`config.mk`:
```
export PLATFORM = sky130hd
export DESIGN_NAME = rv_core
export DESIGN_NICKNAME = d
export VERILOG_FILES = /design/src/rv_core_pkg.sv /design/src/rv_decoder.sv /design/src/rv_operand_select.sv /design/src/rv_execute.sv /design/src/rv_writeback.sv /design/src/rv_core.sv
export VERILOG_INCLUDE_DIRS = /design/src
export SDC_FILE = /design/constraint.sdc
export NUM_CORES = 2
export LEC_CHECK = 0
export BUFFER_PORTS_ARGS = -buffer_cell sky130_fd_sc_hd__buf_4
export CAP_MARGIN = 5
export CORE_MARGIN = 2
export CORE_UTILIZATION = 30
export DETAILED_ROUTE_END_ITERATION = 10
export GPL_ROUTABILITY_DRIVEN = 0
export SLEW_MARGIN = 30
export SYNTH_ARGS = -nofsm -noshare
export SYNTH_HDL_FRONTEND = slang
export SYNTH_SLANG_ARGS = --single-unit
```
`constraint.sdc`:
```
create_clock -name clk -period 9.55 [get_ports clk]
set_clock_uncertainty 0.05 [all_clocks]
set_input_delay 1.91 -clock clk [delete_from_list [all_inputs] [get_ports clk]]
set_output_delay 1.91 -clock clk [all_outputs]
set_load 0.02 [all_outputs]
```
`src/rv_core_macros.svh`:
```
`ifndef RV_CORE_MACROS_SVH
`define RV_CORE_MACROS_SVH

////////////////////////////////////////
// datapath widths
////////////////////////////////////////

// data and address width
`define RV_XLEN 32

// register file addressing
`define RV_REG_AW 5
`define RV_NREGS 32

////////////////////////////////////////
// fetch and flush values
////////////////////////////////////////

// first fetch address out of reset
`define RV_RESET_PC 32'h0000_0000

// addi x0, x0, 0
`define RV_NOP 32'h0000_0013

`endif

```
`src/rv_core_pkg.sv`:
```
`include "rv_core_macros.svh"

package rv_core_pkg;

    ////////////////////////////////////////
    // encodings
    ////////////////////////////////////////

    // supported major opcodes
    typedef enum logic [6:0] {
        OP_LUI    = 7'b0110111,
        OP_AUIPC  = 7'b0010111,
        OP_JAL    = 7'b1101111,
        OP_JALR   = 7'b1100111,
        OP_BRANCH = 7'b1100011,
        OP_IMM    = 7'b0010011,
        OP_REG    = 7'b0110011
    } opcode_e;

    typedef enum logic [3:0] {
        ALU_ADD,
        ALU_SUB,
        ALU_SLL,
        ALU_SLT,
        ALU_SLTU,
        ALU_XOR,
        ALU_SRL,
        ALU_SRA,
        ALU_OR,
        ALU_AND,
        ALU_PASS_B
    } alu_op_e;

    typedef enum logic [2:0] {
        BR_NONE,
        BR_EQ,
        BR_NE,
        BR_LT,
        BR_GE,
        BR_LTU,
        BR_GEU
    } br_cond_e;

    typedef enum logic [1:0] {
        OP1_RS1,
        OP1_PC,
        OP1_ZERO
    } op1_sel_e;

    typedef enum logic [0:0] {
        OP2_RS2,
        OP2_IMM
    } op2_sel_e;

    ////////////////////////////////////////
    // stage records
    ////////////////////////////////////////

    typedef struct packed {
        alu_op_e               alu_op;
        br_cond_e              br_cond;
        logic                  is_jal;
        logic                  is_jalr;
        op1_sel_e              op1_sel;
        op2_sel_e              op2_sel;
        logic                  rf_wen;
        logic [`RV_REG_AW-1:0] rd;
        logic [`RV_REG_AW-1:0] rs1;
        logic [`RV_REG_AW-1:0] rs2;
        logic [`RV_XLEN-1:0]   imm;
    } ctrl_t;

    // one forwarding source
    typedef struct packed {
        logic                  valid;
        logic [`RV_REG_AW-1:0] addr;
        logic [`RV_XLEN-1:0]   wdata;
    } fwd_t;

    typedef struct packed {
        logic                  valid;
        logic [`RV_XLEN-1:0]   pc;
        logic                  wen;
        logic [`RV_REG_AW-1:0] rd;
        logic [`RV_XLEN-1:0]   wdata;
    } retire_t;

    typedef struct packed {
        logic                  valid;
        logic [`RV_XLEN-1:0]   pc;
        logic                  is_br;
        logic                  is_jmp;
        logic                  taken;
        logic [`RV_XLEN-1:0]   target;
    } brinfo_t;

endpackage

```
`src/rv_decoder.sv`:
```
`include "rv_core_macros.svh"
`timescale 1ns/1ps

module rv_decoder import rv_core_pkg::*; (
    input  logic [`RV_XLEN-1:0] inst_i,
    output ctrl_t               ctrl_o
);

    logic [2:0]          funct3;
    logic [6:0]          funct7;
    logic [`RV_XLEN-1:0] imm_i;
    logic [`RV_XLEN-1:0] imm_b;
    logic [`RV_XLEN-1:0] imm_j;
    logic [`RV_XLEN-1:0] imm_u;
    logic                legal;
    logic                shift_ok;
    logic                alt;

    assign funct3 = inst_i[14:12];
    assign funct7 = inst_i[31:25];

    // immediate formats
    assign imm_i = {{20{inst_i[31]}}, inst_i[31:20]};
    assign imm_b = {{19{inst_i[31]}}, inst_i[31], inst_i[7], inst_i[30:25], inst_i[11:8], 1'b0};
    assign imm_j = {{11{inst_i[31]}}, inst_i[31], inst_i[19:12], inst_i[20], inst_i[30:21], 1'b0};
    assign imm_u = {inst_i[31:12], 12'b0};

    // sub and sra share funct7 bit 5
    assign alt      = (funct7 == 7'b0100000);
    assign shift_ok = (funct7 == 7'b0000000) || (alt && funct3 == 3'b101);

    function automatic alu_op_e alu_of(input logic [2:0] f3, input logic sub_sra);
        case (f3)
            3'b000:  return sub_sra ? ALU_SUB : ALU_ADD;
            3'b001:  return ALU_SLL;
            3'b010:  return ALU_SLT;
            3'b011:  return ALU_SLTU;
            3'b100:  return ALU_XOR;
            3'b101:  return sub_sra ? ALU_SRA : ALU_SRL;
            3'b110:  return ALU_OR;
            default: return ALU_AND;
        endcase
    endfunction

    always_comb begin
        ctrl_o         = '0;
        ctrl_o.alu_op  = ALU_ADD;
        ctrl_o.br_cond = BR_NONE;
        ctrl_o.op1_sel = OP1_ZERO;
        ctrl_o.op2_sel = OP2_IMM;
        ctrl_o.rd      = inst_i[11:7];
        ctrl_o.rs1     = inst_i[19:15];
        ctrl_o.rs2     = inst_i[24:20];
        legal          = 1'b0;
        case (opcode_e'(inst_i[6:0]))
            OP_LUI: begin
                legal         = 1'b1;
                ctrl_o.alu_op = ALU_PASS_B;
                ctrl_o.imm    = imm_u;
            end
            OP_AUIPC: begin
                legal          = 1'b1;
                ctrl_o.op1_sel = OP1_PC;
                ctrl_o.imm     = imm_u;
            end
            OP_JAL: begin
                legal          = 1'b1;
                ctrl_o.is_jal  = 1'b1;
                ctrl_o.op1_sel = OP1_PC;
                ctrl_o.imm     = imm_j;
            end
            OP_JALR: begin
                legal          = (funct3 == 3'b000);
                ctrl_o.is_jalr = legal;
                ctrl_o.op1_sel = OP1_RS1;
                ctrl_o.imm     = imm_i;
            end
            OP_BRANCH: begin
                case (funct3)
                    3'b000:  ctrl_o.br_cond = BR_EQ;
                    3'b001:  ctrl_o.br_cond = BR_NE;
                    3'b100:  ctrl_o.br_cond = BR_LT;
                    3'b101:  ctrl_o.br_cond = BR_GE;
                    3'b110:  ctrl_o.br_cond = BR_LTU;
                    3'b111:  ctrl_o.br_cond = BR_GEU;
                    default: ctrl_o.br_cond = BR_NONE;
                endcase
                ctrl_o.op1_sel = OP1_RS1;
                ctrl_o.op2_sel = OP2_RS2;
                ctrl_o.imm     = imm_b;
            end
            OP_IMM: begin
                // shifts constrain funct7, the rest take any imm
                legal          = (funct3[1:0] != 2'b01) || shift_ok;
                ctrl_o.alu_op  = alu_of(funct3, funct3 == 3'b101 && alt);
                ctrl_o.op1_sel = OP1_RS1;
                ctrl_o.imm     = imm_i;
            end
            OP_REG: begin
                legal          = (funct7 == 7'b0000000) || (alt && funct3 inside {3'b000, 3'b101});
                ctrl_o.alu_op  = alu_of(funct3, alt);
                ctrl_o.op1_sel = OP1_RS1;
                ctrl_o.op2_sel = OP2_RS2;
            end
            default: begin
                legal = 1'b0;
            end
        endcase
        // legal stays low for branches and unsupported encodings
        ctrl_o.rf_wen = legal && (ctrl_o.rd != '0);
    end

endmodule

```
`src/rv_operand_select.sv`:
```
`include "rv_core_macros.svh"
`timescale 1ns/1ps

module rv_operand_select import rv_core_pkg::*; (
    input  ctrl_t               ctrl_i,
    input  logic [`RV_XLEN-1:0] pc_i,
    input  logic [`RV_XLEN-1:0] rf_rdata1_i,
    input  logic [`RV_XLEN-1:0] rf_rdata2_i,
    input  fwd_t                fwd_exe_i,
    input  fwd_t                fwd_wb_i,
    output logic [`RV_XLEN-1:0] op1_o,
    output logic [`RV_XLEN-1:0] op2_o,
    output logic [`RV_XLEN-1:0] rs2_o
);

    logic [`RV_XLEN-1:0] rs1_data;
    logic [`RV_XLEN-1:0] rs2_data;

    // youngest producer first
    function automatic logic [`RV_XLEN-1:0] resolve(
        input logic [`RV_REG_AW-1:0] addr,
        input logic [`RV_XLEN-1:0]   rf_data,
        input fwd_t                  exe,
        input fwd_t                  wb
    );
        if (exe.valid && exe.addr == addr) begin
            return exe.wdata;
        end
        if (wb.valid && wb.addr == addr) begin
            return wb.wdata;
        end
        return rf_data;
    endfunction

    assign rs1_data = resolve(ctrl_i.rs1, rf_rdata1_i, fwd_exe_i, fwd_wb_i);
    assign rs2_data = resolve(ctrl_i.rs2, rf_rdata2_i, fwd_exe_i, fwd_wb_i);

    always_comb begin
        case (ctrl_i.op1_sel)
            OP1_RS1: op1_o = rs1_data;
            OP1_PC:  op1_o = pc_i;
            default: op1_o = '0;
        endcase
    end

    assign op2_o = (ctrl_i.op2_sel == OP2_IMM) ? ctrl_i.imm : rs2_data;
    assign rs2_o = rs2_data;

    ////////////////////////////////////////
    // checks
    ////////////////////////////////////////

    // x0 must never be forwarded, the decoder clears rf_wen for it
    always_comb begin
        if (fwd_exe_i.valid) begin
            assert (fwd_exe_i.addr != '0)
                else $error("execute forwarding names x0");
        end
        if (fwd_wb_i.valid) begin
            assert (fwd_wb_i.addr != '0)
                else $error("writeback forwarding names x0");
        end
    end

endmodule

```
`src/rv_execute.sv`:
```
`include "rv_core_macros.svh"
`timescale 1ns/1ps

module rv_execute import rv_core_pkg::*; (
    input  ctrl_t               ctrl_i,
    input  logic                valid_i,
    input  logic [`RV_XLEN-1:0] pc_i,
    input  logic [`RV_XLEN-1:0] op1_i,
    input  logic [`RV_XLEN-1:0] op2_i,
    input  logic [`RV_XLEN-1:0] rs2_i,
    output logic [`RV_XLEN-1:0] result_o,
    output logic                redirect_o,
    output logic [`RV_XLEN-1:0] target_o,
    output logic                taken_o,
    output fwd_t                fwd_exe_o
);

    logic [`RV_XLEN-1:0] alu_out;
    logic [4:0]          shamt;
    logic                cond_true;
    logic                is_jump;
    logic [`RV_XLEN-1:0] jalr_sum;

    assign shamt   = op2_i[4:0];
    assign is_jump = ctrl_i.is_jal || ctrl_i.is_jalr;

    always_comb begin
        case (ctrl_i.alu_op)
            ALU_ADD:    alu_out = op1_i + op2_i;
            ALU_SUB:    alu_out = op1_i - op2_i;
            ALU_SLL:    alu_out = op1_i << shamt;
            ALU_SLT:    alu_out = {{(`RV_XLEN-1){1'b0}}, $signed(op1_i) < $signed(op2_i)};
            ALU_SLTU:   alu_out = {{(`RV_XLEN-1){1'b0}}, op1_i < op2_i};
            ALU_XOR:    alu_out = op1_i ^ op2_i;
            ALU_SRL:    alu_out = op1_i >> shamt;
            ALU_SRA:    alu_out = $unsigned($signed(op1_i) >>> shamt);
            ALU_OR:     alu_out = op1_i | op2_i;
            ALU_AND:    alu_out = op1_i & op2_i;
            ALU_PASS_B: alu_out = op2_i;
            default:    alu_out = '0;
        endcase
    end

    // branch compare, op1 carries rs1 data for branches
    always_comb begin
        case (ctrl_i.br_cond)
            BR_EQ:   cond_true = (op1_i == rs2_i);
            BR_NE:   cond_true = (op1_i != rs2_i);
            BR_LT:   cond_true = $signed(op1_i) < $signed(rs2_i);
            BR_GE:   cond_true = $signed(op1_i) >= $signed(rs2_i);
            BR_LTU:  cond_true = op1_i < rs2_i;
            BR_GEU:  cond_true = op1_i >= rs2_i;
            default: cond_true = 1'b0;
        endcase
    end

    assign jalr_sum   = op1_i + ctrl_i.imm;
    assign target_o   = ctrl_i.is_jalr ? {jalr_sum[`RV_XLEN-1:1], 1'b0} : pc_i + ctrl_i.imm;
    assign taken_o    = cond_true || is_jump;
    assign redirect_o = valid_i && taken_o;

    // jumps write the link address
    assign result_o = is_jump ? pc_i + 32'd4 : alu_out;

    assign fwd_exe_o = '{valid: valid_i && ctrl_i.rf_wen, addr: ctrl_i.rd, wdata: result_o};

    always_comb begin
        if (redirect_o) begin
            assert (target_o[1:0] == 2'b00)
                else $error("redirect target %h is not word aligned", target_o);
        end
    end

endmodule

```
`src/rv_writeback.sv`:
```
`include "rv_core_macros.svh"
`timescale 1ns/1ps

module rv_writeback import rv_core_pkg::*; (
    input  logic                  clk,
    input  logic                  rst_n_i,
    input  logic                  valid_i,
    input  logic [`RV_XLEN-1:0]   pc_i,
    input  ctrl_t                 ctrl_i,
    input  logic [`RV_XLEN-1:0]   result_i,
    input  logic [`RV_REG_AW-1:0] rs1_addr_i,
    input  logic [`RV_REG_AW-1:0] rs2_addr_i,
    output logic [`RV_XLEN-1:0]   rf_rdata1_o,
    output logic [`RV_XLEN-1:0]   rf_rdata2_o,
    output fwd_t                  fwd_wb_o,
    output retire_t               retire_o
);

    logic                  wb_valid;
    logic [`RV_XLEN-1:0]   wb_pc;
    logic                  wb_wen;
    logic [`RV_REG_AW-1:0] wb_rd;
    logic [`RV_XLEN-1:0]   wb_wdata;
    logic [`RV_XLEN-1:0]   rf [`RV_NREGS];

    always_ff @(posedge clk or negedge rst_n_i) begin
        if (!rst_n_i) begin
            wb_valid <= 1'b0;
        end else begin
            wb_valid <= valid_i;
        end
    end

    always_ff @(posedge clk) begin
        wb_pc    <= pc_i;
        wb_wen   <= ctrl_i.rf_wen;
        wb_rd    <= ctrl_i.rd;
        wb_wdata <= result_i;
    end

    // written at the end of the retire cycle, rd is never x0 here
    always_ff @(posedge clk) begin
        if (wb_valid && wb_wen) begin
            rf[wb_rd] <= wb_wdata;
        end
    end

    assign rf_rdata1_o = (rs1_addr_i == '0) ? '0 : rf[rs1_addr_i];
    assign rf_rdata2_o = (rs2_addr_i == '0) ? '0 : rf[rs2_addr_i];

    assign fwd_wb_o = '{valid: wb_valid && wb_wen, addr: wb_rd, wdata: wb_wdata};
    assign retire_o = '{valid: wb_valid, pc: wb_pc, wen: wb_wen, rd: wb_rd, wdata: wb_wdata};

endmodule

```
`src/rv_core.sv`:
```
`include "rv_core_macros.svh"
`timescale 1ns/1ps

module rv_core import rv_core_pkg::*; (
    input  logic                clk,
    input  logic                rst_n_i,
    output logic [`RV_XLEN-1:0] inst_addr_o,
    input  logic [`RV_XLEN-1:0] inst_i,
    output retire_t             retire_o,
    output brinfo_t             brinfo_o
);

    // fetch
    logic [`RV_XLEN-1:0] pc_q;

    // decode
    logic                id_valid;
    logic [`RV_XLEN-1:0] id_pc;
    logic [`RV_XLEN-1:0] id_inst;
    ctrl_t               id_ctrl;

    // operand select
    logic                ds_valid;
    logic [`RV_XLEN-1:0] ds_pc;
    ctrl_t               ds_ctrl;
    logic [`RV_XLEN-1:0] ds_op1;
    logic [`RV_XLEN-1:0] ds_op2;
    logic [`RV_XLEN-1:0] ds_rs2;
    logic [`RV_XLEN-1:0] rf_rdata1;
    logic [`RV_XLEN-1:0] rf_rdata2;

    // execute
    logic                ex_valid;
    logic [`RV_XLEN-1:0] ex_pc;
    ctrl_t               ex_ctrl;
    logic [`RV_XLEN-1:0] ex_op1;
    logic [`RV_XLEN-1:0] ex_op2;
    logic [`RV_XLEN-1:0] ex_rs2;
    logic [`RV_XLEN-1:0] ex_result;
    logic                ex_redirect;
    logic [`RV_XLEN-1:0] ex_target;
    logic                ex_taken;

    fwd_t                fwd_exe;
    fwd_t                fwd_wb;
    brinfo_t             brinfo_q;

    ////////////////////////////////////////
    // fetch and valid bits
    ////////////////////////////////////////

    always_ff @(posedge clk or negedge rst_n_i) begin
        if (!rst_n_i) begin
            pc_q     <= `RV_RESET_PC;
            id_valid <= 1'b0;
            ds_valid <= 1'b0;
            ex_valid <= 1'b0;
        end else begin
            pc_q     <= ex_redirect ? ex_target : pc_q + 32'd4;
            // a redirect kills everything younger than execute
            id_valid <= !ex_redirect;
            ds_valid <= id_valid && !ex_redirect;
            ex_valid <= ds_valid && !ex_redirect;
        end
    end

    assign inst_addr_o = pc_q;

    always_ff @(posedge clk) begin
        id_pc   <= pc_q;
        id_inst <= ex_redirect ? `RV_NOP : inst_i;
        ds_pc   <= id_pc;
        ds_ctrl <= id_ctrl;
        ex_pc   <= ds_pc;
        ex_ctrl <= ds_ctrl;
        ex_op1  <= ds_op1;
        ex_op2  <= ds_op2;
        ex_rs2  <= ds_rs2;
    end

    ////////////////////////////////////////
    // stages
    ////////////////////////////////////////

    rv_decoder u_decoder (
        .inst_i (id_inst),
        .ctrl_o (id_ctrl)
    );

    rv_operand_select u_operand_select (
        .ctrl_i      (ds_ctrl),
        .pc_i        (ds_pc),
        .rf_rdata1_i (rf_rdata1),
        .rf_rdata2_i (rf_rdata2),
        .fwd_exe_i   (fwd_exe),
        .fwd_wb_i    (fwd_wb),
        .op1_o       (ds_op1),
        .op2_o       (ds_op2),
        .rs2_o       (ds_rs2)
    );

    rv_execute u_execute (
        .ctrl_i     (ex_ctrl),
        .valid_i    (ex_valid),
        .pc_i       (ex_pc),
        .op1_i      (ex_op1),
        .op2_i      (ex_op2),
        .rs2_i      (ex_rs2),
        .result_o   (ex_result),
        .redirect_o (ex_redirect),
        .target_o   (ex_target),
        .taken_o    (ex_taken),
        .fwd_exe_o  (fwd_exe)
    );

    rv_writeback u_writeback (
        .clk         (clk),
        .rst_n_i     (rst_n_i),
        .valid_i     (ex_valid),
        .pc_i        (ex_pc),
        .ctrl_i      (ex_ctrl),
        .result_i    (ex_result),
        .rs1_addr_i  (ds_ctrl.rs1),
        .rs2_addr_i  (ds_ctrl.rs2),
        .rf_rdata1_o (rf_rdata1),
        .rf_rdata2_o (rf_rdata2),
        .fwd_wb_o    (fwd_wb),
        .retire_o    (retire_o)
    );

    // branch record, one cycle after execute
    always_ff @(posedge clk or negedge rst_n_i) begin
        if (!rst_n_i) begin
            brinfo_q <= '0;
        end else begin
            brinfo_q.valid  <= ex_valid &&
                               (ex_ctrl.br_cond != BR_NONE || ex_ctrl.is_jal || ex_ctrl.is_jalr);
            brinfo_q.pc     <= ex_pc;
            brinfo_q.is_br  <= ex_ctrl.br_cond != BR_NONE;
            brinfo_q.is_jmp <= ex_ctrl.is_jal || ex_ctrl.is_jalr;
            brinfo_q.taken  <= ex_taken;
            brinfo_q.target <= ex_target;
        end
    end

    assign brinfo_o = brinfo_q;

    // wrong-path instructions must be gone once the redirect lands
    assert property (@(posedge clk) disable iff (!rst_n_i)
        ex_redirect |=> !id_valid && !ds_valid && !ex_valid)
        else $error("younger stage still valid after redirect");

endmodule

```
==> impl_metrics.tcl <==
set metrics [dict create \
    outcome "finished, violations left" \
    violations "DRC" \
    core_um2 254000 \
    cp-end-kind "flip-flop" \
    syn_area_per_cell_um2 13.7 \
    grt_remaining_overflow 0 \
    cts-buffers-inserted 165 \
    power.density_nw_per_um2 173 \
    crit_top_cell "o21a_1" \
    syn_area_um2 76600 \
    grt_pass1_wl_mm 408 \
    path_max_fanout 77 \
    postPlaceCellArea_um2 82500 \
    drt_first_pass_iters 11 \
    vias 55335 \
    track_usage_pct 22.0 \
    final_cell_mix "edfxtp_1 (1024), mux4_2 (537), dfxtp_1 (386)" \
    rrSetupSlack_ns 3.65 \
    detailed_place_hpwl_mm 192 \
    die_w_um 509 \
    grt_start_max_net_pins 124 \
    num_rows 185 \
    path_class "reg2reg" \
    start_kind "flip-flop" \
    pin_count 205 \
    syn_to_final_growth_pct 14.8 \
    ys.flop_type "edfxtp_1" \
    cts_hold_buf 0 \
    ys_seq_area_share_pct 54.0 \
    ir_drop_uv 199 \
    hold_start "id_pc[29]$_DFF_P_" \
    dr.first_iter.drc_count 8673 \
    design_area_um2 88000 \
    layout-drive-gt1-share_pct 22.4 \
    reg2reg_from "ex_op2[1]$_DFF_P_" \
    layout_min_cycle_time_ns 5.90 \
    drcViolationCount 2 \
    holdPathEnd "ds_pc[29]$_DFF_P_" \
    clk_latency_ns 0.84 \
    slowest_delay_ns 0.95 \
    ys_warn_count 0 \
    tightest_slew_ns 1.21 \
    setup_violations 0 \
    min_path_type "reg2reg" \
    r2r_end "ex_op2[18]$_DFF_P_" \
    finalNetCount 6004 \
    final_max_slew_viol_count 0 \
    ys_types 91 \
    worstPathCellList "buf_4, clkinv_1, fa_1, nor2b_1, o211ai_1, a211oi_1, o31ai_2, nand2_1, xor2_1, o221ai_1, o21a_1, o21a_1, mux2_2" \
    start_util_pct 30.2 \
    rsz0062_at_grt "no" \
    nFillCells 24584 \
    post-route-period-util_pct 61.8 \
    multi_input_area_um2 33300 \
    power_w 0.0152 \
    tritoncts "yes" \
    port_buffers 204 \
    clkSinkCount 1529 \
    syn_nets 5843 \
    dieArea_um2 259000 \
    h-tree-depth 4 \
    worst-r2r-cell-count 13 \
    via_per_inst 5.96 \
    leakagePower_nw 31.5 \
    finalHoldViolations 0 \
    postCtsSetupBuffers 0 \
    regArea_um2 41400 \
    drt-total-wl_mm 292 \
    worstPathRequired_ns 10.15 \
    die_height_um 509 \
    clock_path_buffers 3 \
    ant_nets 0 \
    synth-seq-cells 1529 \
    post_drt_wl_per_cell_um 31.5 \
    cts_resized 0 \
    cts_root_buffer "clkbuf_16" \
    synth_edf_count 1024 \
    antenna_found_initial 21 \
    cp_data_arrival_time_ns 6.50 \
    crit_slowest_cell "clkinv_1" \
    grt_pass1_vias 53240 \
    setup_tns_ns 0 \
    clkSlewWorstSetupHoldPaths_ns 0.06 \
    synthCells 5606 \
    slew_headroom_pct 17.6 \
    critPathTopFamily "compound AO/OA/AOI/OAI gates" \
    fmax_ghz 0.170 \
    crit_cells 13 \
    worst-path-buf-inv 2 \
    min_path_cells 0 \
    synthArstFlopShare_pct 6.80 \
    final_common_cell "edfxtp_1" \
    max_cap_viol_count 0 \
]
area by class of cell:
class                           count  share of cell area, %
Tap cell                         3366                   4.79
Clock inverter                     93                   1.08
Clock buffer                      213                   5.08
Inverter                          186                  0.796
Multi-Input combinational cell   3517                   37.9
Antenna cell                        6                 0.0171
Sequential cell                  1529                   47.1
Timing Repair Buffer              368                   3.27
kinds of logic (layout without fill, tap and decap cells):
family          after synthesis  after routing  share of synthesized area, %
mux                         918            918                          20.9
flops                      1529           1529                          54.0
compound gates             1192           1192                          10.6
buf+inv                     560            860                          2.94
simple gates               1054           1054                          6.49
other cells                   0              6                             0
xor+xnor                    150            150                          1.71
fa+ha+maj                   203            203                          3.35
stage by stage:
stage	worst slack (ns)	instances	hold slack, ns	util [%]
6_report	3.65	9278	0.259	34.6
5_1_grt	3.56	9274	0.274	34.6
4_1_cts	3.92	9271	0.263	34.6
3_5_place_dp	3.98	8965	0.262	32.5
3_3_place_gp	3.72	8964	0.262	32.4
2_1_floorplan	5.51	5606	0.260	-
metal layers:
layer | share of wire [%] | vias to the layer above | GRT usage, % | wire [um]
li1 | - | 22518 | - | -
met2 | 45 | 3864 | 33.5 | 130000
met4 | 6.3 | 12 | 11.8 | 18400
met3 | 12 | 837 | 6.51 | 35300
met5 | 0.028 | - | 0 | 82
met1 | 37 | 28104 | 28.0 | 108000
flip-flops by register name (all words and copies together), names as in the netlist, 47 cells and up:
name / count
brinfo_o: 68
ds_ctrl: 50
ex_ctrl: 47
u_writeback.rf: 1024
power by group:
group	switching (W)	internal (W)
sequential	0.000144	0.00716
combinational	0.000909	0.000546
clock	0.00280	0.00362
cell usage after synthesis (all sizes together) (22+ instances only):
cell	n	share of area, %
a21o	65	0.64
nor3	73	0.48
o21a	23	0.23
buf	135	0.86
nand2	267	1.3
mux2	74	1.1
dfxtp	401	10
o221ai	23	0.26
inv	181	0.89
nor4	24	0.20
o211ai	49	0.48
nand3	99	0.65
xor2	58	0.66
mux4	537	16
xnor2	92	1.1
a31oi	27	0.22
o22ai	32	0.26
edfxtp	1024	40
o21ai	231	1.5
nor2	333	1.6
a22oi	91	0.89
a221oi	135	1.5
clkbuf	239	1.2
a211oi	42	0.42
mux2i	307	4.0
dfrtp	104	3.4
nor2b	68	0.56
a21oi	259	1.7
nand2b	31	0.25
o31ai	29	0.29
ha	199	3.2
and3	22	0.18
nand4	44	0.36
worst max-delay path by stage:
stage / from / endpoint / slack [ns]
final: ex_op2[1]$_DFF_P_ / ex_op2[18]$_DFF_P_ / 3.65
after global routing: ex_op2[1]$_DFF_P_ / ex_op2[22]$_DFF_P_ / 3.56
after CTS: ex_op2[1]$_DFF_P_ / ex_op2[18]$_DFF_P_ / 3.92
after detailed placement: ex_op2[1]$_DFF_P_ / ex_op2[26]$_DFF_P_ / 3.98
after global placement: ex_op2[1]$_DFF_P_ / ex_op1[26]$_DFF_P_ / 3.72
after floorplan: ex_op2[3]$_DFF_P_ / ex_op2[28]$_DFF_P_ / 5.51
Note: power is estimated with default switching activity, not from simulation.
